File: config.mk
export PLATFORM = sky130hd
export DESIGN_NAME = ad_sample_gen
export DESIGN_NICKNAME = d
export VERILOG_FILES = /design/src/source/ad_defines.svh /design/src/source/ad_pkg.sv /design/src/source/ad_sample_gen.sv
export SDC_FILE = /design/constraint.sdc
export NUM_CORES = 1
export LEC_CHECK = 0
export ABC_CLOCK_PERIOD_IN_PS = 3460
export BUFFER_PORTS_ARGS = -buffer_cell sky130_fd_sc_hd__buf_2
export CAP_MARGIN = 20
export CORE_UTILIZATION = 35
export DETAILED_ROUTE_END_ITERATION = 12
export PLACE_DENSITY = 0.58
export SKIP_LAST_GASP = 1
export SYNTH_ARGS = -nofsm -noshare
export SYNTH_HDL_FRONTEND = slang
export SYNTH_SLANG_ARGS = --single-unit
File: constraint.sdc
create_clock -name clk_sys -period 3.46 [get_ports clk_sys]
set_input_delay 1.038 -clock clk_sys [delete_from_list [all_inputs] [get_ports clk_sys]]
set_output_delay 1.038 -clock clk_sys [all_outputs]
set_load 0.05 [all_outputs]
File: src/source/ad_defines.svh
// acquisition front end constants: channel count, module ids and register map

`ifndef AD_DEFINES_SVH
`define AD_DEFINES_SVH

// channel count and first module id
`define AD_NUM_CH      4
`define AD_MOD_ID_BASE 6'h10

// ----------------------------------------
// register offsets, address bits 7:0
// ----------------------------------------
`define AD_REG_ID      8'h00
`define AD_REG_SAMPLE  8'h20
`define AD_REG_DROP    8'h21
`define AD_REG_TP      8'h40
// fix occupies 0x41..0x43, low byte first
`define AD_REG_FIX0    8'h41
// tp base occupies 0x44..0x46, low byte first
`define AD_REG_BASE0   8'h44
`define AD_REG_STEP    8'h47
// eight debug bytes at 0x80..0x87
`define AD_REG_DBG0    8'h80

`endif
File: src/source/ad_pkg.sv
// acquisition types shared by the channel register block, generator and top level

package ad_pkg;

	// ----------------------------------------
	// sample value
	// ----------------------------------------
	typedef logic [23:0] ad_sample_t;

	// ----------------------------------------
	// channel mode, bits 1:0 of the tp register
	// code 3 is reserved and runs as adc
	// ----------------------------------------
	typedef enum logic [1:0] {
		AD_MODE_ADC  = 2'd0,
		AD_MODE_FIX  = 2'd1,
		AD_MODE_RAMP = 2'd2
	} ad_mode_e;

	// ----------------------------------------
	// per-channel configuration
	// ----------------------------------------
	typedef struct packed {
		// divider in clk_sys cycles, 0 runs as 1
		logic [7:0] sample_div;
		ad_mode_e   mode;
		ad_sample_t fix;
		ad_sample_t tp_base;
		logic [7:0] tp_step;
		// one-cycle pulse on any tp_base byte write
		logic       tp_base_wr;
	} ad_cfg_t;

endpackage

File: src/source/ad_sample_gen.sv
// channel sample generator: rate divider, mode select, test ramp and drop counter

module ad_sample_gen (
	input  logic               clk_sys,
	input  logic               rst_n,
	input  ad_pkg::ad_cfg_t    cfg,
	input  ad_pkg::ad_sample_t adc_data,
	output logic               smp_valid,
	input  logic               smp_ready,
	output ad_pkg::ad_sample_t smp_data,
	output logic [7:0]         drop_cnt
);

	import ad_pkg::*;

	logic [7:0] div_cnt;
	logic       tick;
	logic       xfer;
	logic       slot_free;
	logic       held_ramp;
	ad_sample_t ramp_acc;
	ad_sample_t ramp_next;
	ad_sample_t new_sample;

	assign tick      = (div_cnt == 8'd0);
	assign xfer      = smp_valid & smp_ready;
	// slot is free if empty or handed over on this edge
	assign slot_free = ~smp_valid | smp_ready;
	// wraps modulo 2^24
	assign ramp_next = ramp_acc + ad_sample_t'(cfg.tp_step);

	// ----------------------------------------
	// divider, period max(sample_div,1)
	// ----------------------------------------
	always_ff @(posedge clk_sys or negedge rst_n) begin
		if (!rst_n) begin
			div_cnt <= 8'd0;
		end else if (tick) begin
			div_cnt <= (cfg.sample_div == 8'd0) ? 8'd0 : cfg.sample_div - 8'd1;
		end else begin
			div_cnt <= div_cnt - 8'd1;
		end
	end

	// ----------------------------------------
	// source select
	// ----------------------------------------
	always_comb begin
		case (cfg.mode)
			AD_MODE_FIX:  new_sample = cfg.fix;
			// take the advanced value if the held ramp sample leaves now
			AD_MODE_RAMP: new_sample = (xfer && held_ramp) ? ramp_next : ramp_acc;
			default:      new_sample = adc_data;
		endcase
	end

	// ----------------------------------------
	// valid, drops, ramp accumulator
	// ----------------------------------------
	always_ff @(posedge clk_sys or negedge rst_n) begin
		if (!rst_n) begin
			smp_valid <= 1'b0;
			held_ramp <= 1'b0;
			drop_cnt  <= 8'h00;
			ramp_acc  <= '0;
		end else begin
			if (tick && slot_free) begin
				smp_valid <= 1'b1;
				held_ramp <= (cfg.mode == AD_MODE_RAMP);
			end else if (xfer) begin
				smp_valid <= 1'b0;
				held_ramp <= 1'b0;
			end

			// tick lost while the previous sample waits
			if (tick && !slot_free && drop_cnt != 8'hFF) begin
				drop_cnt <= drop_cnt + 8'd1;
			end

			if (cfg.mode != AD_MODE_RAMP || cfg.tp_base_wr) begin
				ramp_acc <= cfg.tp_base;
			end else if (xfer && held_ramp) begin
				ramp_acc <= ramp_next;
			end
		end
	end

	// sample payload
	always_ff @(posedge clk_sys) begin
		if (tick && slot_free) begin
			smp_data <= new_sample;
		end
	end

endmodule

---- Yosys cells after proc, flatten, opt, wreduce, memory -nomap -nowiden ----
Index checks and enable logic that the tools add are counted.
word-level totals
  flip-flop bits (word level) ............. 66
  input port bits ......................... 94
  logic and storage cells ................. 34
  output and inout bits ................... 33
cells by class
  add/subtract/negate cells ............... 4
  multiplexer cells ....................... 8
  bitwise logic cells ..................... 3
  reductions and logical operators ........ 9
  eq/ne operators ......................... 4
operators by type and width
  cell                                              number
  2-to-1 mux 24 bit                                 2
  one-hot mux 24 bit (2 select lines)               1
  adder 24 x 8 -> 24 bit                            1
  zero test 8 bit                                   2
  2-to-1 mux 8 bit                                  2
  subtractor 8 x 1 -> 8 bit, second input constant  2
  adder 8 x 1 -> 8 bit, second input constant       1
  inequality test 8 bit, second input constant      1
  logical AND 1 bit                                 4
  2-to-1 mux 1 bit                                  3
  == test 2 x 1 -> 1 bit, second input constant     1
  == test 2 bit, second input constant              1
  inequality test 2 bit, second input constant      1
  nonzero test 2 bit                                1
  bitwise AND 1 bit                                 1
  zero test 1 bit                                   1
  logical OR 1 bit                                  1
  inverter 1 bit                                    1
  bitwise OR 1 bit                                  1

---- Logic depth before layout (Yosys ltp) ----
  depth after elaboration ................. 5
  mapped depth ............................ 9
  gate-level depth less buffers ........... 8

---- Worst setup path after synthesis ----
Ideal clock, no wire load.
  path type ............................... input -> register
  start ................................... input port cfg[1] in the netlist's numbering
  end ..................................... register smp_data[20], data pin
  cell stages on the path ................. 8
  required time ........................... 3.196 ns
  library setup time ...................... 0.264 ns
  setup slack ............................. 0.477 ns
  buffers on the path ..................... 0
  arrival ................................. 2.719 ns
  cells stage by stage .................... ha_1 > fa_1 > a21o_1 > a221oi_2 > o22ai_2 > nand4_1 > xor2_1 > o21ai_1
on the way
  longest elaborated chain between the ends .. 3
RTL lines
  item                                 RTL line             source
  from (decl)                          ad_sample_gen.sv:6   input ad_pkg::ad_cfg_t cfg,
  adder 24 x 8 -> 24 bit               ad_sample_gen.sv:30  assign ramp_next = ramp_acc + ad_sample_t'(cfg.tp_step);
  2-to-1 mux 24 bit                    -
  one-hot mux 24 bit (2 select lines)  ad_sample_gen.sv:49  case (cfg.mode)
  named net new_sample[20]             ad_sample_gen.sv:23  ad_sample_t new_sample;
  to (signal assigned)                 ad_sample_gen.sv:91  smp_data <= new_sample;
  to (decl)                            ad_sample_gen.sv:10  output ad_pkg::ad_sample_t smp_data,
The timed path passes the listed nets, and every way through them passes these cells.
A chain may end at the register's enable or synchronous reset.

---- Worst setup path after layout ----
  start ................................... input port cfg[1] in the netlist's numbering
  end ..................................... register smp_data[16], data pin
Same word-level chain as after synthesis.

==> results.txt <==
Status -> completed
Antenna diode count -> 0
Tmin final -> 2922 ps
DR pass1 iterations -> 4
DR iter-0 viols -> 166
Synth Flop Type -> dfrtp_1
Final period util -> 84.44%
Power per cell area -> 402.9 nW/um^2
Starting density of the core -> 36.58%
Sum of negative setup slack -> 0 ps
Reg-to-reg startpoint -> ramp_acc[0]
Syn Nets -> 484
CP max FO -> 3
Root Buffer -> clkbuf_8
GRT Overall Usage -> 17.98%
Cell accounting for the most synthesized area -> dfrtp_1
Antenna viol nets, final -> 0
Die Ht -> 106.3 um
Initial antenna violation count -> 1
Top post-synthesis cells by area -> dfrtp_1, edfxtp_1, nand2_1, xnor2_1, ha_1
GPL Wtd Cong -> 0.8087
Design Area, Final -> 4825 um^2
Rows -> 37
Vias -> 3,216
GR Overflow Total -> 0
Share of cells above drive strength 1 -> 33.79%
TritonCTS Sinks -> 66
Largest net degree at the start of global routing -> 43
Core box area -> 10,420 um^2
Number of synthesized flops with an enable pin -> 24
Leak Pwr -> 2.138 nW
First-pass GRT wire length -> 15,510 um
Yosys top cell area share -> 27.59%
Vias in the first global route -> 3,207
CP arrival -> 2990 ps
Top cells by count, synth -> nand2_1, dfrtp_1, o21ai_0
MaxCap Viol Count -> 0
DR WL/cell -> 15.03 um
Critical path data required time -> 3530 ps
Hold WC Path Type -> reg -> reg
Post-synth ARST share -> 63.64%
Reg2Reg Depth -> 9
Die W -> 106.3 um
Cells after synthesis -> 375
Mapped Area -> 3810 um^2
CTS max path bufs -> 2
Area grow syn2layout -> 26.63%
Fin util -> 46.32%
Final Skew -> 7.795 ps
Fill cells -> 1,023
Clock transition at path regs -> 70 ps
Final setup vio count -> 0
Power Total -> 1.944 mW
Yosys cell types -> 55
Total setup buffers inserted after CTS -> 0
Reg2reg end -> smp_data[16]
CTS tree -> built
Worst skew pair latency -> 350 ps
Num ports -> 127
Crit start category -> input port
Final HPWL DP -> 7221 um
Vias/cell -> 5.009
NumNets Final -> 610
Full die area -> 11,310 um^2
Slew Viols, Final -> 0
Syn Area/Cell -> 10.16 um^2
CTS H-tree depth -> 3
CTS buffer count -> 9
Drt drc -> 0
Post-placement cell count -> 625
Crit path capture -> smp_data[16]
Hold-fix buffers, CTS -> 0
# resized after CTS -> 0
Worst slew pin tran -> 1026 ps
Final hold violations -> 0
Sequential share of the synthesized area -> 46.50%
Layout Cells excl Fill -> 642
RSZ-0062 raised after global routing -> false
Most common cell in the synthesized netlist -> nand2_1
Placed cell areas -> 4563 um^2
DRT Wirelength -> 9652 um
Reg2reg setup slack -> 950 ps
Yosys warns -> 0
Max VDD drop -> 211.2 uV
Crit path launch -> cfg[1]
Max Fclk -> 342.3 MHz
Setup CP Type -> in -> reg
Yosys reg bits -> 66
Slew HR -> 31.49%
Buffers added on ports -> 126
CP endpoint kind -> flip-flop
==> cell usage in the layout, fill, tap and decap left out, types with 8 or more instances in the layout <==
master    Yosys  routed
buf_2         1     126
nand2_1      54      54
a21oi_1      13      13
a22oi_1      19      19
o21ai_0      30      30
nor3_1       11      11
clkbuf_8      0       9
inv_1         9       9
ha_1         14      14
xnor2_1      22      22
o21ai_1      18      18
dfrtp_1      42      42
edfxtp_1     24      24
nand3_1       8       8
xor2_1       16      16
==> cell type report <==
type | instances | area, um^2 | area share, %
well taps | 136 | 170.2 | 3.527
multi-input cells | 284 | 1927 | 39.94
flip-flops and latches | 66 | 1772 | 36.72
inverters | 9 | 33.78 | 0.7002
clock buffers | 9 | 123.9 | 2.567
clock inverters | 7 | 117.6 | 2.438
repair buffers | 131 | 680.7 | 14.11
==> critical path, cell delays in order <==
cell and delay [ps]:
buf_2 100, ha_1 230, fa_1 420, a21o_1 220, a221oi_2 210, buf_4 170
o22ai_1 140, nand3_1 140, xor2_1 200, o21ai_0 110
==> per-layer routing <==
layer / track usage (%) / up-vias / share of wire (%)
li1: - / 1616 / -
met1: 22.52 / 1485 / 45
met2: 29.68 / 102 / 47
met3: 5.273 / 11 / 6.9
met4: 5.655 / 2 / 1.3
met5: 0 / - / 0.13
==> cells by family after synthesis <==
group / share of synthesized area, %
mux: 2.299
fa+ha+maj: 5.123
flops: 46.50
buf+inv: 2.988
xor+xnor: 8.735
simple gates: 16.88
compound gates: 17.47
==> sequential cells by signal, summed over array words and instances, names as in the netlist <==
signal and count:
ramp_acc 24, smp_data 24, div_cnt 8, smp_valid 1
held_ramp 1, drop_cnt 8
==> metrics by stage <==
step           worst slack, ps  hold slack, ps
6_report                 538.3           498.3
5_1_grt                  398.9           535.2
4_1_cts                  564.5           502.9
3_5_place_dp             192.7           490.6
3_3_place_gp             282.8           483.6
2_1_floorplan            476.8           487.2
==> worst min-delay path by stage <==
| stage | startpoint | endpoint | slack [ps] | cells past startpoint |
|---|---|---|---|---|
| floorplan | div_cnt[7] | div_cnt[7] | 490 | 2 |
| finish | drop_cnt[7] | drop_cnt[7] | 500 | 1 |
| global placement | drop_cnt[7] | drop_cnt[7] | 480 | 1 |
| global route | drop_cnt[7] | drop_cnt[7] | 540 | 1 |
| CTS | drop_cnt[7] | drop_cnt[7] | 500 | 1 |
| detailed placement | drop_cnt[7] | drop_cnt[7] | 490 | 1 |
==> where the power goes <==
part / total (mW) / internal [mW] / switching (mW) / leakage (nW)
Clock: 0.793 / 0.478 / 0.314 / 0.123
Combinational: 0.292 / 0.136 / 0.156 / 1.28
Sequential: 0.860 / 0.838 / 0.0215 / 0.731
Power figures use the tool's default switching activity.
