==> src/source/ad_defines.svh <==
// acquisition front end constants: channel count, module ids and register map

`ifndef AD_DEFINES_SVH
`define AD_DEFINES_SVH

// channel count and first module id
`define AD_NUM_CH      4
`define AD_MOD_ID_BASE 6'h10

// ----------------------------------------
// register offsets, address bits 7:0
// ----------------------------------------
`define AD_REG_ID      8'h00
`define AD_REG_SAMPLE  8'h20
`define AD_REG_DROP    8'h21
`define AD_REG_TP      8'h40
// fix occupies 0x41..0x43, low byte first
`define AD_REG_FIX0    8'h41
// tp base occupies 0x44..0x46, low byte first
`define AD_REG_BASE0   8'h44
`define AD_REG_STEP    8'h47
// eight debug bytes at 0x80..0x87
`define AD_REG_DBG0    8'h80

`endif
==> src/source/fx_bus_if.sv <==
// registered fx bus fanned out from the port block to every channel register block

interface fx_bus_if;

	// write strobe, address and data
	logic        wr;
	logic [15:0] waddr;
	logic [7:0]  data;

	// read strobe and address
	logic        rd;
	logic [15:0] raddr;

	// port block side
	modport host (
		output wr, waddr, data, rd, raddr
	);

	// channel side
	modport dev (
		input wr, waddr, data, rd, raddr
	);

endinterface

==> src/source/fx_bus_port.sv <==
// fx bus port: input register, fan-out to the channels and OR of the read returns

`include "ad_defines.svh"

module fx_bus_port (
	input  logic        clk_sys,
	input  logic        rst_n,
	input  logic        fx_wr,
	input  logic [15:0] fx_waddr,
	input  logic [7:0]  fx_data,
	input  logic        fx_rd,
	input  logic [15:0] fx_raddr,
	output logic [7:0]  fx_q,
	fx_bus_if.host      bus,
	input  logic [7:0]  rdata [`AD_NUM_CH]
);

	logic [7:0] rdata_or;

	// ----------------------------------------
	// input register
	// ----------------------------------------

	// strobes
	always_ff @(posedge clk_sys or negedge rst_n) begin
		if (!rst_n) begin
			bus.wr <= 1'b0;
			bus.rd <= 1'b0;
		end else begin
			bus.wr <= fx_wr;
			bus.rd <= fx_rd;
		end
	end

	// address and data, only qualified by the strobes
	always_ff @(posedge clk_sys) begin
		bus.waddr <= fx_waddr;
		bus.data  <= fx_data;
		bus.raddr <= fx_raddr;
	end

	// ----------------------------------------
	// read return
	// ----------------------------------------

	// unselected channels return zero
	always_comb begin
		rdata_or = 8'h00;
		for (int i = 0; i < `AD_NUM_CH; i++) begin
			rdata_or = rdata_or | rdata[i];
		end
	end

	always_ff @(posedge clk_sys or negedge rst_n) begin
		if (!rst_n) begin
			fx_q <= 8'h00;
		end else begin
			fx_q <= rdata_or;
		end
	end

endmodule

==> src/flat_wrapper.sv <==
// flat-port wrapper written by rule: the top's interface ports become plain ports
module fx_bus_port_flat 
  (clk_sys, rst_n, fx_wr, fx_waddr, fx_data, fx_rd, fx_raddr, fx_q, rdata, bus_wr, bus_waddr, bus_data, bus_rd, bus_raddr);
  fx_bus_if bus_i ();
  input  logic clk_sys;
  input  logic rst_n;
  input  logic fx_wr;
  input  logic [15:0] fx_waddr;
  input  logic [7:0] fx_data;
  input  logic fx_rd;
  input  logic [15:0] fx_raddr;
  output logic [7:0] fx_q;
  input  logic [7:0] rdata[`AD_NUM_CH];
  output wire logic [$bits(bus_i.wr)-1:0] bus_wr;
  output wire logic [$bits(bus_i.waddr)-1:0] bus_waddr;
  output wire logic [$bits(bus_i.data)-1:0] bus_data;
  output wire logic [$bits(bus_i.rd)-1:0] bus_rd;
  output wire logic [$bits(bus_i.raddr)-1:0] bus_raddr;
  assign bus_wr = bus_i.wr;
  assign bus_waddr = bus_i.waddr;
  assign bus_data = bus_i.data;
  assign bus_rd = bus_i.rd;
  assign bus_raddr = bus_i.raddr;
  fx_bus_port u_core (.clk_sys(clk_sys), .rst_n(rst_n), .fx_wr(fx_wr), .fx_waddr(fx_waddr), .fx_data(fx_data), .fx_rd(fx_rd), .fx_raddr(fx_raddr), .fx_q(fx_q), .bus(bus_i), .rdata(rdata));
endmodule
==> config.mk <==
export PLATFORM = sky130hd
export DESIGN_NAME = fx_bus_port_flat
export DESIGN_NICKNAME = d
export VERILOG_FILES = /design/src/source/fx_bus_if.sv /design/src/source/fx_bus_port.sv /design/src/flat_wrapper.sv
export VERILOG_INCLUDE_DIRS = /design/src /design/src/source
export SDC_FILE = /design/constraint.sdc
export NUM_CORES = 1
export LEC_CHECK = 0
export BUFFER_PORTS_ARGS = -buffer_cell sky130_fd_sc_hd__buf_4
export CAP_MARGIN = 20
export CORE_MARGIN = 1
export CORE_UTILIZATION = 34
export CTS_CLUSTER_SIZE = 16
export DETAILED_ROUTE_END_ITERATION = 8
export GPL_ROUTABILITY_DRIVEN = 0
export HOLD_SLACK_MARGIN = 0.12
export PLACE_DENSITY = 0.88
export SLEW_MARGIN = 20
export SYNTH_ARGS = -nofsm -noshare
export SYNTH_HDL_FRONTEND = slang
export SYNTH_SLANG_ARGS = --single-unit
==> constraint.sdc <==
create_clock -name clk_sys -period 1.1 [get_ports clk_sys]
set_input_delay 0.165 -clock clk_sys [delete_from_list [all_inputs] [get_ports clk_sys]]
set_output_delay 0.165 -clock clk_sys [all_outputs]
set_load 0.1 [all_outputs]
==> results of run 1 <==
-- kinds of logic after synthesis --
group | after synthesis | synth area share (%)
DFF | 50 | 94.6
and+or+nand+nor | 8 | 5.41
-- stage by stage --
stage	utilization, %	instance area, sq um
detailed placement	68.4	2100
global placement	68.4	2100
floorplan	-	1110
-- cell usage after synthesis --
cell / n / area (sq um)
sky130_fd_sc_hd__dfxtp_1: 40 / 801
sky130_fd_sc_hd__or4_1: 8 / 60.1
sky130_fd_sc_hd__dfrtp_1: 10 / 250
==> insert_results.sql, run 1 <==
INSERT INTO impl_metrics (metric_group, metric, value, unit) VALUES
('outcome', 'run_status', 'stopped before the end', ''),
('outcome', 'last_step_reached', 'clock tree synthesis (4_1_cts)', ''),
('outcome', 'error_message', '[ERROR DPL-0033] detailed placement checks failed during check placement.', ''),
('logic_synthesis', 'synth-warning-count', '0', ''),
('logic_synthesis', 'synthesis.area', '1110', 'sq um'),
('clock_network', 'htree_num_levels', '2', ''),
('logic_synthesis', 'synthDistinctLibCells', '3', ''),
('clock_network', 'cts_sinks', '50', ''),
('clock_network', 'post_cts_repair_setup_buffers', '0', ''),
('logic_synthesis', 'synth_area_per_cell', '19.2', 'sq um'),
('floorplan', 'pin_count', '126', ''),
('clock_network', 'ctsResizeCount', '66', ''),
('floorplan', 'die_y', '59.2', 'um'),
('floorplan', 'placementRows', '20', ''),
('clock_network', 'post_cts_hold_buffer_count', '63', ''),
('logic_synthesis', 'mappedNetlistNets', '134', ''),
('clock_network', 'tritoncts.num_buffers', '5', ''),
('place', 'place_worst_setup_slack', '0.163', 'ns'),
('place', 'io_buffer_count', '125', ''),
('floorplan', 'initial_core_util', '36.1', '%'),
('place', 'dpl.cell_count', '227', ''),
('logic_synthesis', 'synth.yosys.seq_area_share', '94.6', '%'),
('floorplan', 'die_w', '59.2', 'um'),
('logic_synthesis', 'yosys_register_bits', '50', ''),
('logic_synthesis', 'gate_count_post_synth', '58', ''),
('clock_network', 'max-clock-path-buffers', '2', ''),
('clock_network', 'cts-root-buf', 'sky130_fd_sc_hd__clkbuf_4', '');
==> run 2, diff against run 1 <==
--- a/config.mk
+++ b/config.mk
@@ -8,13 +8,11 @@
 export LEC_CHECK = 0
 export BUFFER_PORTS_ARGS = -buffer_cell sky130_fd_sc_hd__buf_4
 export CAP_MARGIN = 20
-export CORE_MARGIN = 1
-export CORE_UTILIZATION = 34
-export CTS_CLUSTER_SIZE = 16
+export CORE_AREA = 2 2 63 65
 export DETAILED_ROUTE_END_ITERATION = 8
+export DIE_AREA = 0 0 65 67
 export GPL_ROUTABILITY_DRIVEN = 0
-export HOLD_SLACK_MARGIN = 0.12
-export PLACE_DENSITY = 0.88
+export PLACE_DENSITY_LB_ADDON = 0.15
 export SLEW_MARGIN = 20
 export SYNTH_ARGS = -nofsm -noshare
 export SYNTH_HDL_FRONTEND = slang
==> run 2 against run 1 <==
The flow now finishes, with violations (negative setup slack). Synthesized area unchanged. Synthesized cell count is the same.
==> insert_results.sql, run 2 <==
INSERT INTO impl_metrics (metric_group, metric, value, unit) VALUES
('logic_synthesis', 'synth_edf_count', '0', ''),
('logic_synthesis', 'gate_count_post_synth', '58', ''),
('critical_path', 'cp.buffers_inverters', '1', ''),
('floorplan', 'die_w', '65', 'um'),
('logic_synthesis', 'synth_most_common_cell', 'sky130_fd_sc_hd__dfxtp_1', ''),
('power_and_ir_drop', 'worst_ir_drop_vdd', '0.831', 'mV'),
('logic_synthesis', 'synth_simple_gate_area_share', '5.41', '%'),
('sta', 'totalNegativeSetupSlack', '-0.00878', 'ns'),
('floorplan', 'placementRows', '22', ''),
('cells_and_area', 'synthToLayoutAreaGrowth', '151', '%'),
('logic_synthesis', 'synth-async-reset-ratio', '20.0', '%'),
('outcome', 'failing_checks', 'negative setup slack', ''),
('cells_and_area', 'final_core_utilization', '77.3', '%'),
('drt', 'vias_per_cell', '4.01', ''),
('clock_network', 'cts_sinks', '50', ''),
('drt', 'route.met2.wl', '2550', 'um'),
('sta', 'setup_viol', '1', ''),
('global_routing', 'maximum_number_of_pins_on_one_net_before_global_route_repair', '16', ''),
('sta', 'timing.slew.headroom', '80.9', '%'),
('place', 'io_buffer_count', '125', ''),
('floorplan', 'coreArea', '3610', 'sq um'),
('clock_network', 'clock_tree_from_tritoncts', 'yes', ''),
('logic_synthesis', 'synth_commonest_cells', 'sky130_fd_sc_hd__dfxtp_1 (40), sky130_fd_sc_hd__dfrtp_1 (10), sky130_fd_sc_hd__or4_1 (8)', ''),
('cells_and_area', 'reg_top3', 'u_core.bus.raddr x16, u_core.bus.waddr x16', ''),
('drt', 'wl_met3', '310', 'um'),
('clock_network', 'htree_num_levels', '2', ''),
('power_and_ir_drop', 'total_leakage_power', '1.32', 'nW'),
('logic_synthesis', 'synth.top_cells.by_area', 'sky130_fd_sc_hd__dfxtp_1 (72%), sky130_fd_sc_hd__dfrtp_1 (23%), sky130_fd_sc_hd__or4_1 (5.4%)', ''),
('job', 'max_cap_viol_count', '0', ''),
('drt', 'top_signal_layer_used', 'met4', ''),
('logic_synthesis', 'yosys_register_bits', '50', ''),
('sta', 'final_max_slew_viol_count', '0', ''),
('floorplan', 'die_y', '67', 'um'),
('drt', 'drt_drc_violations_left', '0', ''),
('drt', 'route.detailed.wl_per_inst', '15.6', 'um'),
('critical_path', 'delay_heaviest_family_cp', 'flip-flops', ''),
('min_path', 'hold_crit_path_type', 'input port to register', ''),
('cells_and_area', 'insertedDiodeCount', '0', ''),
('critical_path', 'start_kind', 'register', ''),
('sta', 'worst_slack', '-0.00878', 'ns'),
('place', 'dpl.cell_count', '231', ''),
('global_routing', 'gr-usage-all-layers', '19.3', '%'),
('logic_synthesis', 'synthDistinctLibCells', '3', ''),
('floorplan', 'floorplan.die_area', '4360', 'sq um'),
('critical_path', 'worst_setup_path_end_kind', 'output pin', ''),
('sta', 'crit_share_post_route', '101', '%'),
('critical_path', 'cp_slowest_cell', 'sky130_fd_sc_hd__dfxtp_1', ''),
('cells_and_area', 'layout-drive-gt1-share', '56.4', '%'),
('logic_synthesis', 'synthesis.area', '1110', 'sq um'),
('critical_path', 'worstSetupStartpoint', 'u_core.bus.raddr[15]', ''),
('logic_synthesis', 'synth_area_per_cell', '19.2', 'sq um'),
('clock_network', 'tritoncts.num_buffers', '5', ''),
('drt', 'drt-total-wl', '4390', 'um'),
('critical_path', 'slowest_delay', '0.34', 'ns'),
('logic_synthesis', 'synth.yosys.seq_area_share', '94.6', '%'),
('global_routing', 'grt_antenna_before_repair', '0', ''),
('logic_synthesis', 'synth_top_area_share', '72.1', '%'),
('logic_synthesis', 'mappedNetlistNets', '134', ''),
('cells_and_area', 'most_common_cell_after_layout_fill_and_taps_aside', 'sky130_fd_sc_hd__buf_4', ''),
('drt', 'wl_met1', '1450', 'um'),
('clock_network', 'cts.clk_slew.worst_paths', '0.09', 'ns'),
('critical_path', 'cp_cell_sequence', 'buf_4', ''),
('clock_network', 'max-clock-path-buffers', '2', ''),
('critical_path', 'setup.worst_path.class', 'register to output pin', ''),
('logic_synthesis', 'synth_mux_area_share', '0', '%'),
('sta', 'timing.hold.ws', '0.0463', 'ns'),
('critical_path', 'worstSetupPathDepth', '1', ''),
('global_routing', 'first_global_vias', '1170', ''),
('clock_network', 'post_cts_repair_setup_buffers', '0', ''),
('clock_network', 'cts-root-buf', 'sky130_fd_sc_hd__clkbuf_8', ''),
('critical_path', 'worstPathRequired', '0.94', 'ns'),
('global_routing', 'grt_overflow', '0', ''),
('critical_path', 'cp_data_arrival_time', '0.94', 'ns'),
('power_and_ir_drop', 'power_density', '1580', 'nW/um^2'),
('floorplan', 'initial_core_util', '30.8', '%'),
('critical_path', 'timing.critical_path.fanout_max', '1', ''),
('sta', 'max_freq', '902', 'MHz'),
('logic_synthesis', 'synth_top_family_by_area', 'simple AND/OR/NAND/NOR gates', ''),
('floorplan', 'pin_count', '126', ''),
('power_and_ir_drop', 'totalPowerFinal', '4.40', 'mW'),
('drt', 'drtPass1Iterations', '5', ''),
('logic_synthesis', 'synth-warning-count', '0', ''),
('cells_and_area', 'mostFrequentLayoutCells', 'sky130_fd_sc_hd__buf_4 (88), sky130_fd_sc_hd__dlygate4sd3_1 (43), sky130_fd_sc_hd__dfxtp_1 (40)', ''),
('logic_synthesis', 'complex_gate_fraction_of_the_synthesized_area', '0', '%'),
('cells_and_area', 'nets', '309', ''),
('critical_path', 'critical_path.endpoint', 'bus_raddr[15]', ''),
('drt', 'drtAntennaViolNets', '0', ''),
('logic_synthesis', 'ys.flop_type', 'sky130_fd_sc_hd__dfxtp_1', ''),
('cells_and_area', 'instances_no_fill', '282', ''),
('logic_synthesis', 'synth_xor_area_share', '0', '%'),
('drt', 'drt_iter0_drc', '38', ''),
('global_routing', 'grt_first_pass_wirelength', '5870', 'um'),
('logic_synthesis', 'arithmetic_cell_share_of_the_synthesized_area_counting_full_adders_half_adders_and_majority_gates', '0', '%'),
('logic_synthesis', 'synth_area_leader_cell', 'sky130_fd_sc_hd__dfxtp_1', ''),
('drt', 'vias', '1131', ''),
('sta', 'tightest_slew', '0.289', 'ns'),
('outcome', 'run_status', 'finished with violations', ''),
('sta', 'min_period', '1.11', 'ns'),
('sta', 'finalHoldViolCount', '0', '');
[run 2: cell counts after synthesis]
Identical to the previous run, type by type.
[run 2: logic make-up (layout without fill, tap and decap cells)]
family,count (synthesis),count (layout)
flip-flops,50,50
AND/OR/NAND/NOR,8,8
buffers and inverters,0,176
[run 2: through the flow]
| step | instance area, sq um | worst slack [ns] |
|---|---|---|
| final | 2790 | -0.00878 |
| after floorplan | 1110 | 0.0260 |
| after global routing | 2790 | -0.0268 |
| after global placement | 2110 | 0.191 |
| after detailed placement | 2110 | 0.149 |
| after CTS | 2660 | 0.000970 |
[run 2: power by group]
part           switching (mW)  internal (mW)
Sequential             0.0402           1.90
Clock                   0.586          0.680
Combinational           0.769          0.419
Total                    1.39           3.00
[run 2: repair_timing]
item,in CTS,in global routing
endpoints found under the setup margin,3,34
hold buffers,43,0
endpoints found under the hold margin,52,0
resized for setup,3,34
[run 2: worst min path at each step]
| stage | start | to | slack (ns) | cells after the start |
|---|---|---|---|---|
| 6_report | rdata[3] | u_core.fx_q[3] | 0.05 | 2 |
| 5_1_grt | rdata[7] | u_core.fx_q[7] | 0.03 | 2 |
| 4_1_cts | rdata[7] | u_core.fx_q[7] | 0.04 | 2 |
| 3_5_place_dp | rst_n | u_core.fx_q[3] | 0.0004 | 1 |
| 3_3_place_gp | rst_n | u_core.fx_q[3] | -0.004 | 1 |
| 2_1_floorplan | rst_n | u_core.bus.rd | -0.13 | 0 |
[run 2: per-layer routing]
metal | up-vias | GRT usage (%)
li1 | 541 | -
met2 | 69 | 37.6
met1 | 513 | 18.6
met4 | 0 | 8.78
met3 | 8 | 5.41
met5 | - | 0
[run 2: cell type report]
class | instances | area (sq um)
well taps | 48 | 60.1
flip-flops and latches | 50 | 1050
clock inverters | 2 | 36.3
repair buffers | 168 | 1510
multi-input cells | 8 | 60.1
fillers | 229 | 818
clock buffers | 6 | 72.6
Power figures use the tool's default switching activity.
