==> src/source/ad_defines.svh <==
// acquisition front end constants: channel count, module ids and register map

`ifndef AD_DEFINES_SVH
`define AD_DEFINES_SVH

// channel count and first module id
`define AD_NUM_CH      4
`define AD_MOD_ID_BASE 6'h10

// ----------------------------------------
// register offsets, address bits 7:0
// ----------------------------------------
`define AD_REG_ID      8'h00
`define AD_REG_SAMPLE  8'h20
`define AD_REG_DROP    8'h21
`define AD_REG_TP      8'h40
// fix occupies 0x41..0x43, low byte first
`define AD_REG_FIX0    8'h41
// tp base occupies 0x44..0x46, low byte first
`define AD_REG_BASE0   8'h44
`define AD_REG_STEP    8'h47
// eight debug bytes at 0x80..0x87
`define AD_REG_DBG0    8'h80

`endif
==> src/source/ad_pkg.sv <==
// acquisition types shared by the channel register block, generator and top level

package ad_pkg;

	// ----------------------------------------
	// sample value
	// ----------------------------------------
	typedef logic [23:0] ad_sample_t;

	// ----------------------------------------
	// channel mode, bits 1:0 of the tp register
	// code 3 is reserved and runs as adc
	// ----------------------------------------
	typedef enum logic [1:0] {
		AD_MODE_ADC  = 2'd0,
		AD_MODE_FIX  = 2'd1,
		AD_MODE_RAMP = 2'd2
	} ad_mode_e;

	// ----------------------------------------
	// per-channel configuration
	// ----------------------------------------
	typedef struct packed {
		// divider in clk_sys cycles, 0 runs as 1
		logic [7:0] sample_div;
		ad_mode_e   mode;
		ad_sample_t fix;
		ad_sample_t tp_base;
		logic [7:0] tp_step;
		// one-cycle pulse on any tp_base byte write
		logic       tp_base_wr;
	} ad_cfg_t;

endpackage

==> src/source/fx_bus_if.sv <==
// registered fx bus fanned out from the port block to every channel register block

interface fx_bus_if;

	// write strobe, address and data
	logic        wr;
	logic [15:0] waddr;
	logic [7:0]  data;

	// read strobe and address
	logic        rd;
	logic [15:0] raddr;

	// port block side
	modport host (
		output wr, waddr, data, rd, raddr
	);

	// channel side
	modport dev (
		input wr, waddr, data, rd, raddr
	);

endinterface

==> src/source/ad_reg.sv <==
// channel register block: fx bus write decode, configuration, debug bytes, read-back

`include "ad_defines.svh"

module ad_reg #(
	parameter logic [5:0] MOD_ID = `AD_MOD_ID_BASE
) (
	input  logic            clk_sys,
	input  logic            rst_n,
	fx_bus_if.dev           bus,
	output logic [7:0]      rdata,
	output ad_pkg::ad_cfg_t cfg,
	input  logic [7:0]      drop_cnt
);

	import ad_pkg::*;

	logic       now_wr;
	logic       now_rd;
	logic       dbg_wsel;
	logic       dbg_rsel;
	logic       base_hit;

	logic [7:0]  cfg_sample;
	logic [7:0]  cfg_tp;
	logic [23:0] cfg_fix;
	logic [23:0] cfg_tp_base;
	logic [7:0]  cfg_tp_step;
	logic [7:0]  dbg [8];
	logic        tp_base_wr;

	// ----------------------------------------
	// address decode
	// ----------------------------------------
	assign now_wr = bus.wr & (bus.waddr[13:8] == MOD_ID);
	assign now_rd = bus.rd & (bus.raddr[13:8] == MOD_ID);

	// debug window 0x80..0x87
	assign dbg_wsel = (bus.waddr[7:3] == `AD_REG_DBG0 >> 3);
	assign dbg_rsel = (bus.raddr[7:3] == `AD_REG_DBG0 >> 3);

	// any of the three tp base bytes
	assign base_hit = (bus.waddr[7:0] >= `AD_REG_BASE0) &&
		(bus.waddr[7:0] <= `AD_REG_BASE0 + 8'd2);

	// ----------------------------------------
	// write registers
	// ----------------------------------------
	always_ff @(posedge clk_sys or negedge rst_n) begin
		if (!rst_n) begin
			cfg_sample  <= 8'd20;
			cfg_tp      <= 8'd0;
			cfg_fix     <= 24'h0;
			cfg_tp_base <= 24'h0;
			cfg_tp_step <= 8'h1;
			for (int i = 0; i < 8; i++) begin
				dbg[i] <= `AD_REG_DBG0 + 8'(i);
			end
		end else if (now_wr) begin
			case (bus.waddr[7:0])
				`AD_REG_SAMPLE:        cfg_sample          <= bus.data;
				`AD_REG_TP:            cfg_tp              <= bus.data;
				`AD_REG_FIX0:          cfg_fix[7:0]        <= bus.data;
				`AD_REG_FIX0 + 8'd1:   cfg_fix[15:8]       <= bus.data;
				`AD_REG_FIX0 + 8'd2:   cfg_fix[23:16]      <= bus.data;
				`AD_REG_BASE0:         cfg_tp_base[7:0]    <= bus.data;
				`AD_REG_BASE0 + 8'd1:  cfg_tp_base[15:8]   <= bus.data;
				`AD_REG_BASE0 + 8'd2:  cfg_tp_base[23:16]  <= bus.data;
				`AD_REG_STEP:          cfg_tp_step         <= bus.data;
				default: begin
					if (dbg_wsel) begin
						dbg[bus.waddr[2:0]] <= bus.data;
					end
				end
			endcase
		end
	end

	// pulse lines up with the new tp base value
	always_ff @(posedge clk_sys or negedge rst_n) begin
		if (!rst_n) begin
			tp_base_wr <= 1'b0;
		end else begin
			tp_base_wr <= now_wr & base_hit;
		end
	end

	// ----------------------------------------
	// read-back, one registered cycle
	// ----------------------------------------
	always_ff @(posedge clk_sys or negedge rst_n) begin
		if (!rst_n) begin
			rdata <= 8'h00;
		end else if (now_rd) begin
			case (bus.raddr[7:0])
				`AD_REG_ID:            rdata <= {2'b00, MOD_ID};
				`AD_REG_SAMPLE:        rdata <= cfg_sample;
				`AD_REG_DROP:          rdata <= drop_cnt;
				`AD_REG_TP:            rdata <= cfg_tp;
				`AD_REG_FIX0:          rdata <= cfg_fix[7:0];
				`AD_REG_FIX0 + 8'd1:   rdata <= cfg_fix[15:8];
				`AD_REG_FIX0 + 8'd2:   rdata <= cfg_fix[23:16];
				`AD_REG_BASE0:         rdata <= cfg_tp_base[7:0];
				`AD_REG_BASE0 + 8'd1:  rdata <= cfg_tp_base[15:8];
				`AD_REG_BASE0 + 8'd2:  rdata <= cfg_tp_base[23:16];
				`AD_REG_STEP:          rdata <= cfg_tp_step;
				default:               rdata <= dbg_rsel ? dbg[bus.raddr[2:0]] : 8'h00;
			endcase
		end else begin
			rdata <= 8'h00;
		end
	end

	// ----------------------------------------
	// configuration out
	// ----------------------------------------
	always_comb begin
		cfg.sample_div = cfg_sample;
		cfg.mode       = ad_mode_e'(cfg_tp[1:0]);
		cfg.fix        = cfg_fix;
		cfg.tp_base    = cfg_tp_base;
		cfg.tp_step    = cfg_tp_step;
		cfg.tp_base_wr = tp_base_wr;
	end

endmodule

==> src/flat_wrapper.sv <==
// flat-port wrapper written by rule: the top's interface ports become plain ports
module ad_reg_flat import ad_pkg::*;
#(
	parameter logic [5:0] MOD_ID = `AD_MOD_ID_BASE
)
  (clk_sys, rst_n, rdata, cfg, drop_cnt, bus_wr, bus_waddr, bus_data, bus_rd, bus_raddr);
  fx_bus_if bus_i ();
  input  logic clk_sys;
  input  logic rst_n;
  output logic [7:0] rdata;
  output ad_pkg::ad_cfg_t cfg;
  input  logic [7:0] drop_cnt;
  input wire logic [$bits(bus_i.wr)-1:0] bus_wr;
  input wire logic [$bits(bus_i.waddr)-1:0] bus_waddr;
  input wire logic [$bits(bus_i.data)-1:0] bus_data;
  input wire logic [$bits(bus_i.rd)-1:0] bus_rd;
  input wire logic [$bits(bus_i.raddr)-1:0] bus_raddr;
  assign bus_i.wr = bus_wr;
  assign bus_i.waddr = bus_waddr;
  assign bus_i.data = bus_data;
  assign bus_i.rd = bus_rd;
  assign bus_i.raddr = bus_raddr;
  ad_reg #(.MOD_ID(MOD_ID)) u_core (.clk_sys(clk_sys), .rst_n(rst_n), .bus(bus_i), .rdata(rdata), .cfg(cfg), .drop_cnt(drop_cnt));
endmodule
==> config.mk <==
export PLATFORM = sky130hd
export DESIGN_NAME = ad_reg_flat
export DESIGN_NICKNAME = d
export VERILOG_FILES = /design/src/source/ad_pkg.sv /design/src/source/fx_bus_if.sv /design/src/source/ad_reg.sv /design/src/flat_wrapper.sv
export VERILOG_INCLUDE_DIRS = /design/src /design/src/source
export SDC_FILE = /design/constraint.sdc
export NUM_CORES = 1
export LEC_CHECK = 0
export ABC_AREA = 1
export BUFFER_PORTS_ARGS = -buffer_cell sky130_fd_sc_hd__buf_2
export CORE_MARGIN = 5
export CORE_UTILIZATION = 45
export DETAILED_ROUTE_END_ITERATION = 10
export PLACE_DENSITY = 0.64
export SYNTH_ARGS = -nofsm -noshare
export SYNTH_HDL_FRONTEND = slang
export SYNTH_SLANG_ARGS = --single-unit
==> constraint.sdc <==
create_clock -name clk_sys -period 1.53 [get_ports clk_sys]
set_input_delay 0.3825 -clock clk_sys [delete_from_list [all_inputs] [get_ports clk_sys]]
set_output_delay 0.3825 -clock clk_sys [all_outputs]
set_load 0.1 [all_outputs]
## Yosys cells after proc, flatten, opt, wreduce, memory -nomap -nowiden

Index checks and enable logic that the tools add are counted.
W data, S select, Z words.

- Flip-flop bits (word level): 145
- Bits in latches: 0
- Bits in writable memories: 0
- ROM bits: 0
- Input bits: 52
- Output and inout port bits: 75
- Logic and storage cells: 76
- Memories kept: 0

- Add/sub/neg operators: 0
- $mul: 0
- Div/mod/pow operators: 0
- Order comparisons: 5
- Equal/unequal tests: 23
- Shift operators: 0
- Mux-type cells: 9
- Bitwise operators: 6
- Reduce and logical (&&, ||, !) cells: 14

Operators with widths:

| kind | count |
|---|---|
| $eq A8 B7 Y1 const B | 16 |
| $pmux W8 S11 | 1 |
| $bwmux W64 | 1 |
| $mux W8 | 5 |
| $bmux W8 S3 | 1 |
| $demux W8 S3 | 1 |
| $eq A8 B6 Y1 const B | 3 |
| $reduce_and A2 Y1 | 9 |
| $eq A6 B5 Y1 const B | 2 |
| $eq A5 B5 Y1 const B | 2 |
| $reduce_or A9 Y1 | 1 |
| $ge A4 B4 Y1 const B | 2 |
| $ge A8 B7 Y1 const B | 1 |
| $le A8 B7 Y1 const B | 1 |
| $logic_not A8 Y1 | 1 |
| $not A3 Y4 | 2 |
| $lt A4 B1 Y1 const B | 1 |
| $and A1 B1 Y1 | 3 |
| $reduce_and A3 Y1 | 1 |
| $logic_and A1 B1 Y1 | 2 |
| $not A1 Y1 | 1 |

## Longest topological paths before layout

- Word-level depth: 7
- Mapped depth: 12
- Mapped depth without buffers: 10

## Least setup slack after synthesis

No wires, ideal clock.

- Path kind: input-to-reg
- From: input bus_waddr[4]
- To: register u_core.cfg_fix[21]
- Setup time: 0.129 ns
- Arrival: 1.585 ns
- Required time: 1.401 ns
- Slack: -0.184 ns
- Stages: 7
- Buffers on the path: 1
- Path through: inv_1 nand2_2 nor3_4 nand4_4 buf_6 nand2_1 o21ai_2

- Longest elaborated chain between the ends: 2

Ends and longest elaborated chain:

| what | line | RTL |
|---|---|---|
| start, declared | flat_wrapper.sv:14 | `input wire logic [$bits(bus_i.waddr)-1:0] bus_waddr;` |
| $eq A8 B7 Y1 | ad_reg.sv:60 | `case (bus.waddr[7:0])` |
| $reduce_and A2 Y1 (no source line) | n/a |  |
| end signal, assigned | ad_reg.sv:65 | `` `AD_REG_FIX0 + 8'd2: cfg_fix[23:16] <= bus.data; `` |
| end, declared | ad_reg.sv:26 | `logic [23:0] cfg_fix;` |

Every way passes these cells.
A chain may end at the register's enable or synchronous reset.

## Worst setup path after layout

- From: register u_core.cfg_tp_step[0]
- To: output cfg[1] in the netlist's numbering

RTL lines:

| what | line | RTL |
|---|---|---|
| start, declared | ad_reg.sv:28 | `logic [7:0] cfg_tp_step;` |
| start signal, assigned | ad_reg.sv:69 | `` `AD_REG_STEP: cfg_tp_step <= bus.data; `` |
| end, declared | flat_wrapper.sv:11 | `output ad_pkg::ad_cfg_t cfg;` |

No word-level cell between the ends.

==> results by group <==
CTS
  – Clock root cell: clkbuf_16
  – CTS tree: built
  – Cts bufs inserted: 17
  – Bufs on Longest Clock Path: 2
  – H-tree depth: 4
  – Clk slew on worst S/H paths: ~0.060 ns
  – Later-pin clock latency in the skew report: ~0.42 ns
  – CTS Sinks: 145

Critical path
  – Required time worst endpoint: roughly 1.2 ns
  – Crit path max-delay family: flip-flops
  – Critical path's slowest cell: dfstp_2
  – Arr. time, crit path: approximately 1.2 ns
  – Bufs and invs on worst path: 1
  – CP Cell Sequence: buf_12
  – Nature of the critical path endpoint: output pin
  – Critical path launch point type: flip-flop
  – Worst-path maximum fanout: 2
  – Critical path class: reg2out
  – Max incr delay on CP: approximately 0.56 ns

Floorplanning
  – Initial Util: 0.458
  – Die W: about 140 um
  – Number of cell rows: 46
  – DIE AREA: 0.0187 mm2
  – Boundary pin count: 127
  – Core Area: 0.0158 mm2
  – Die Y: about 140 um

Global route
  – Total grt overflow: 0
  – Vias in the first global route: between 6000 and 7000
  – Initial antenna violation count: 0
  – First-pass GRT wire length: 35.2 mm
  – GRT Util Overall: 0.249
  – Largest net degree at the start of global routing: 38

STA
  – RSZ-0062 raised after global routing: true
  – Period minus WS final: between 1.5 and 2 ns
  – Final Skew: 0.00773 ns
  – Pin slew with the least headroom to its limit: 0.557 ns
  – Post-route setup slack: -0.0141 ns
  – Crit share post-route: 1.01
  – Slew margin rel.: 0.627
  – Max Slew Vio Count: 0
  – Setup TNS: -0.0290 ns
  – Fmax: between 0.6 and 0.7 GHz
  – WHS: roughly 0.36 ns
  – Final setup vio count: 3
  – Hold Fails Final Rpt: 0

Status
  – Failing checks: setup timing
  – Run status: finished, violations left

Route
  – Routed Antenna Nets: 0
  – WL met2: roughly 11 mm
  – Drt pass-1 iters: 5
  – WL final: 22.2 mm
  – Initial DRC count: ~670
  – Drt drc: 0
  – DR top layer: met4
  – Vias per std cell: about 5.2
  – DR vias: between 6000 and 7000
  – WL/cell: 17.1 um
  – Wire length on met3: between 1 and 1.5 mm
  – M1 WL: around 9.4 mm

Synth
  – Register area share after synthesis: 0.505
  – Synth cell count leaders: nand2_1, nand3_1, dfrtp_1, o21ai_0, nor2_1
  – Post-synth EDFFs: 0
  – Post-synthesis register bit count: approximately 150
  – Syn Nets: about 960
  – Post-synth top flop: dfrtp_1
  – Leading area contributor after synthesis: dfrtp_1
  – Syn avg cell area: approximately 8.0 um2
  – Synth top area share: 0.421
  – Most common cell in the netlist: nand2_1
  – Cell variety after synth: 29
  – Synth Warn #: 0
  – Synthesized area: about 0.0072 mm2
  – Ys async rst share: 1.00
  – Synth top area cells: dfrtp_1, nand2_1, nand3_1
  – Synth Instances: about 900

Placement
  – Placer Congestion: just under 0.9
  – Placed wire-length estimate: between 15 and 20 mm
  – IO Port Bufs: roughly 120
  – Place WS: -0.317 ns

Cells and area
  – Ant diodes: 0
  – # fillers: 1349
  – Share of cells above drive strength 1: 0.297
  – Layout area overhead: 39.2%
  – Layout Nets: about 1100

Worst hold path
  – Worst hold path type: in2reg

Run
  – Max cap viols: 0

Pwr
  – LEAKAGE: ~4.9 nW
  – Power density over the cells: roughly 840 mW/mm2
  – Peak supply drop: a little under 0.0008 V
[repair_timing]
action                     CTS  global route
hold endpoints to repair    21             0
gates resized for setup     41            17
setup endpoints to repair   40            20
hold buffers                 1             0
buffers inserted             3             0
[final timing paths]
kind | startpoint | to | slack (ns) | depth (start not counted)
max in group asynchronous | rst_n | u_core.dbg[15] | 0.53 | 3
min | bus_waddr[6] | u_core.tp_base_wr | 0.36 | 4
min in group asynchronous | rst_n | u_core.cfg_tp_base[4] | 0.41 | 2
min reg2reg | u_core.dbg[16] | u_core.dbg[16] | 0.47 | 2
max reg2reg | u_core.dbg[33] | u_core.rdata[1] | 0.15 | 8
max | u_core.cfg_tp_step[0] | cfg[1] | -0.01 | 1
[worst register-to-register path: stages (launching register included)]
cell and delay [ns]:
dfstp_2 0.53, nand2_1 0.05, nand2_1 0.08, nand2_1 0.05, nand3_1 0.11, nand3_1 0.20
a21oi_1 0.19, nand2_1 0.07, inv_1 0.05
[routing by layer]
metal,vias to the layer above,global-route usage
met4,0,0.118
li1,3303,-
met5,-,0
met2,248,0.397
met1,3183,0.326
met3,50,0.0511
[registers in the layout (all words and copies together), names as in the netlist]
name / cells
u_core.cfg_sample: 8
u_core.cfg_tp_step: 8
u_core.cfg_tp: 8
u_core.cfg_tp_base: 24
u_core.cfg_fix: 24
u_core.tp_base_wr: 1
u_core.rdata: 8
u_core.dbg: 64
[cell families after synthesis]
logic type	after synthesis	synth area share
buffers and inverters	101	0.0639
AO/OA/AOI/OAI	147	0.116
AND/OR/NAND/NOR	510	0.316
flip-flops	145	0.505
[layout make-up]
type | count | area [um2] | share of cell area
clock inverter | 9 | 81.3 | 0.00806
timing repair buffer | 197 | 2140 | 0.212
clock buffer | 23 | 488 | 0.0484
sequential | 145 | 3660 | 0.363
tap | 216 | 270 | 0.0268
multi-input combinational | 657 | 3230 | 0.321
inverter | 51 | 219 | 0.0217
[through the flow]
| stage | total power [mW] | instance area [um2] | instances | util |
|---|---|---|---|---|
| detailed placement | 4.54 | 9310 | 1262 | 0.588 |
| global route | 8.75 | 10100 | 1298 | 0.637 |
| finish | 8.46 | 10100 | 1298 | 0.637 |
| floorplan | 4.17 | 7470 | 903 | - |
| CTS | 8.52 | 10000 | 1298 | 0.633 |
| global placement | 4.54 | 9310 | 1262 | 0.588 |
[cell usage in the layout (no fill, tap or decap), types with 5 or more instances in the layout]
cell type | Yosys | routed
nand2_2 | 8 | 13
dfstp_2 | 23 | 23
buf_2 | 13 | 46
o21ai_1 | 50 | 88
nand2_4 | 0 | 10
buf_12 | 0 | 55
inv_1 | 45 | 44
o21ai_2 | 26 | 26
nor2_1 | 58 | 57
o21ai_0 | 60 | 22
dfrtp_1 | 122 | 122
buf_6 | 6 | 20
nand2_1 | 294 | 279
nand4_4 | 5 | 5
nor3_1 | 5 | 5
clkbuf_16 | 0 | 17
nand3_1 | 123 | 123
buf_4 | 6 | 74
a21oi_1 | 10 | 10
[report_power, final]
part,internal (mW),switching (mW)
clock network,2.40,1.58
logic,0.211,0.420
registers,3.84,0.00446
Power figures use the tool's default switching activity.
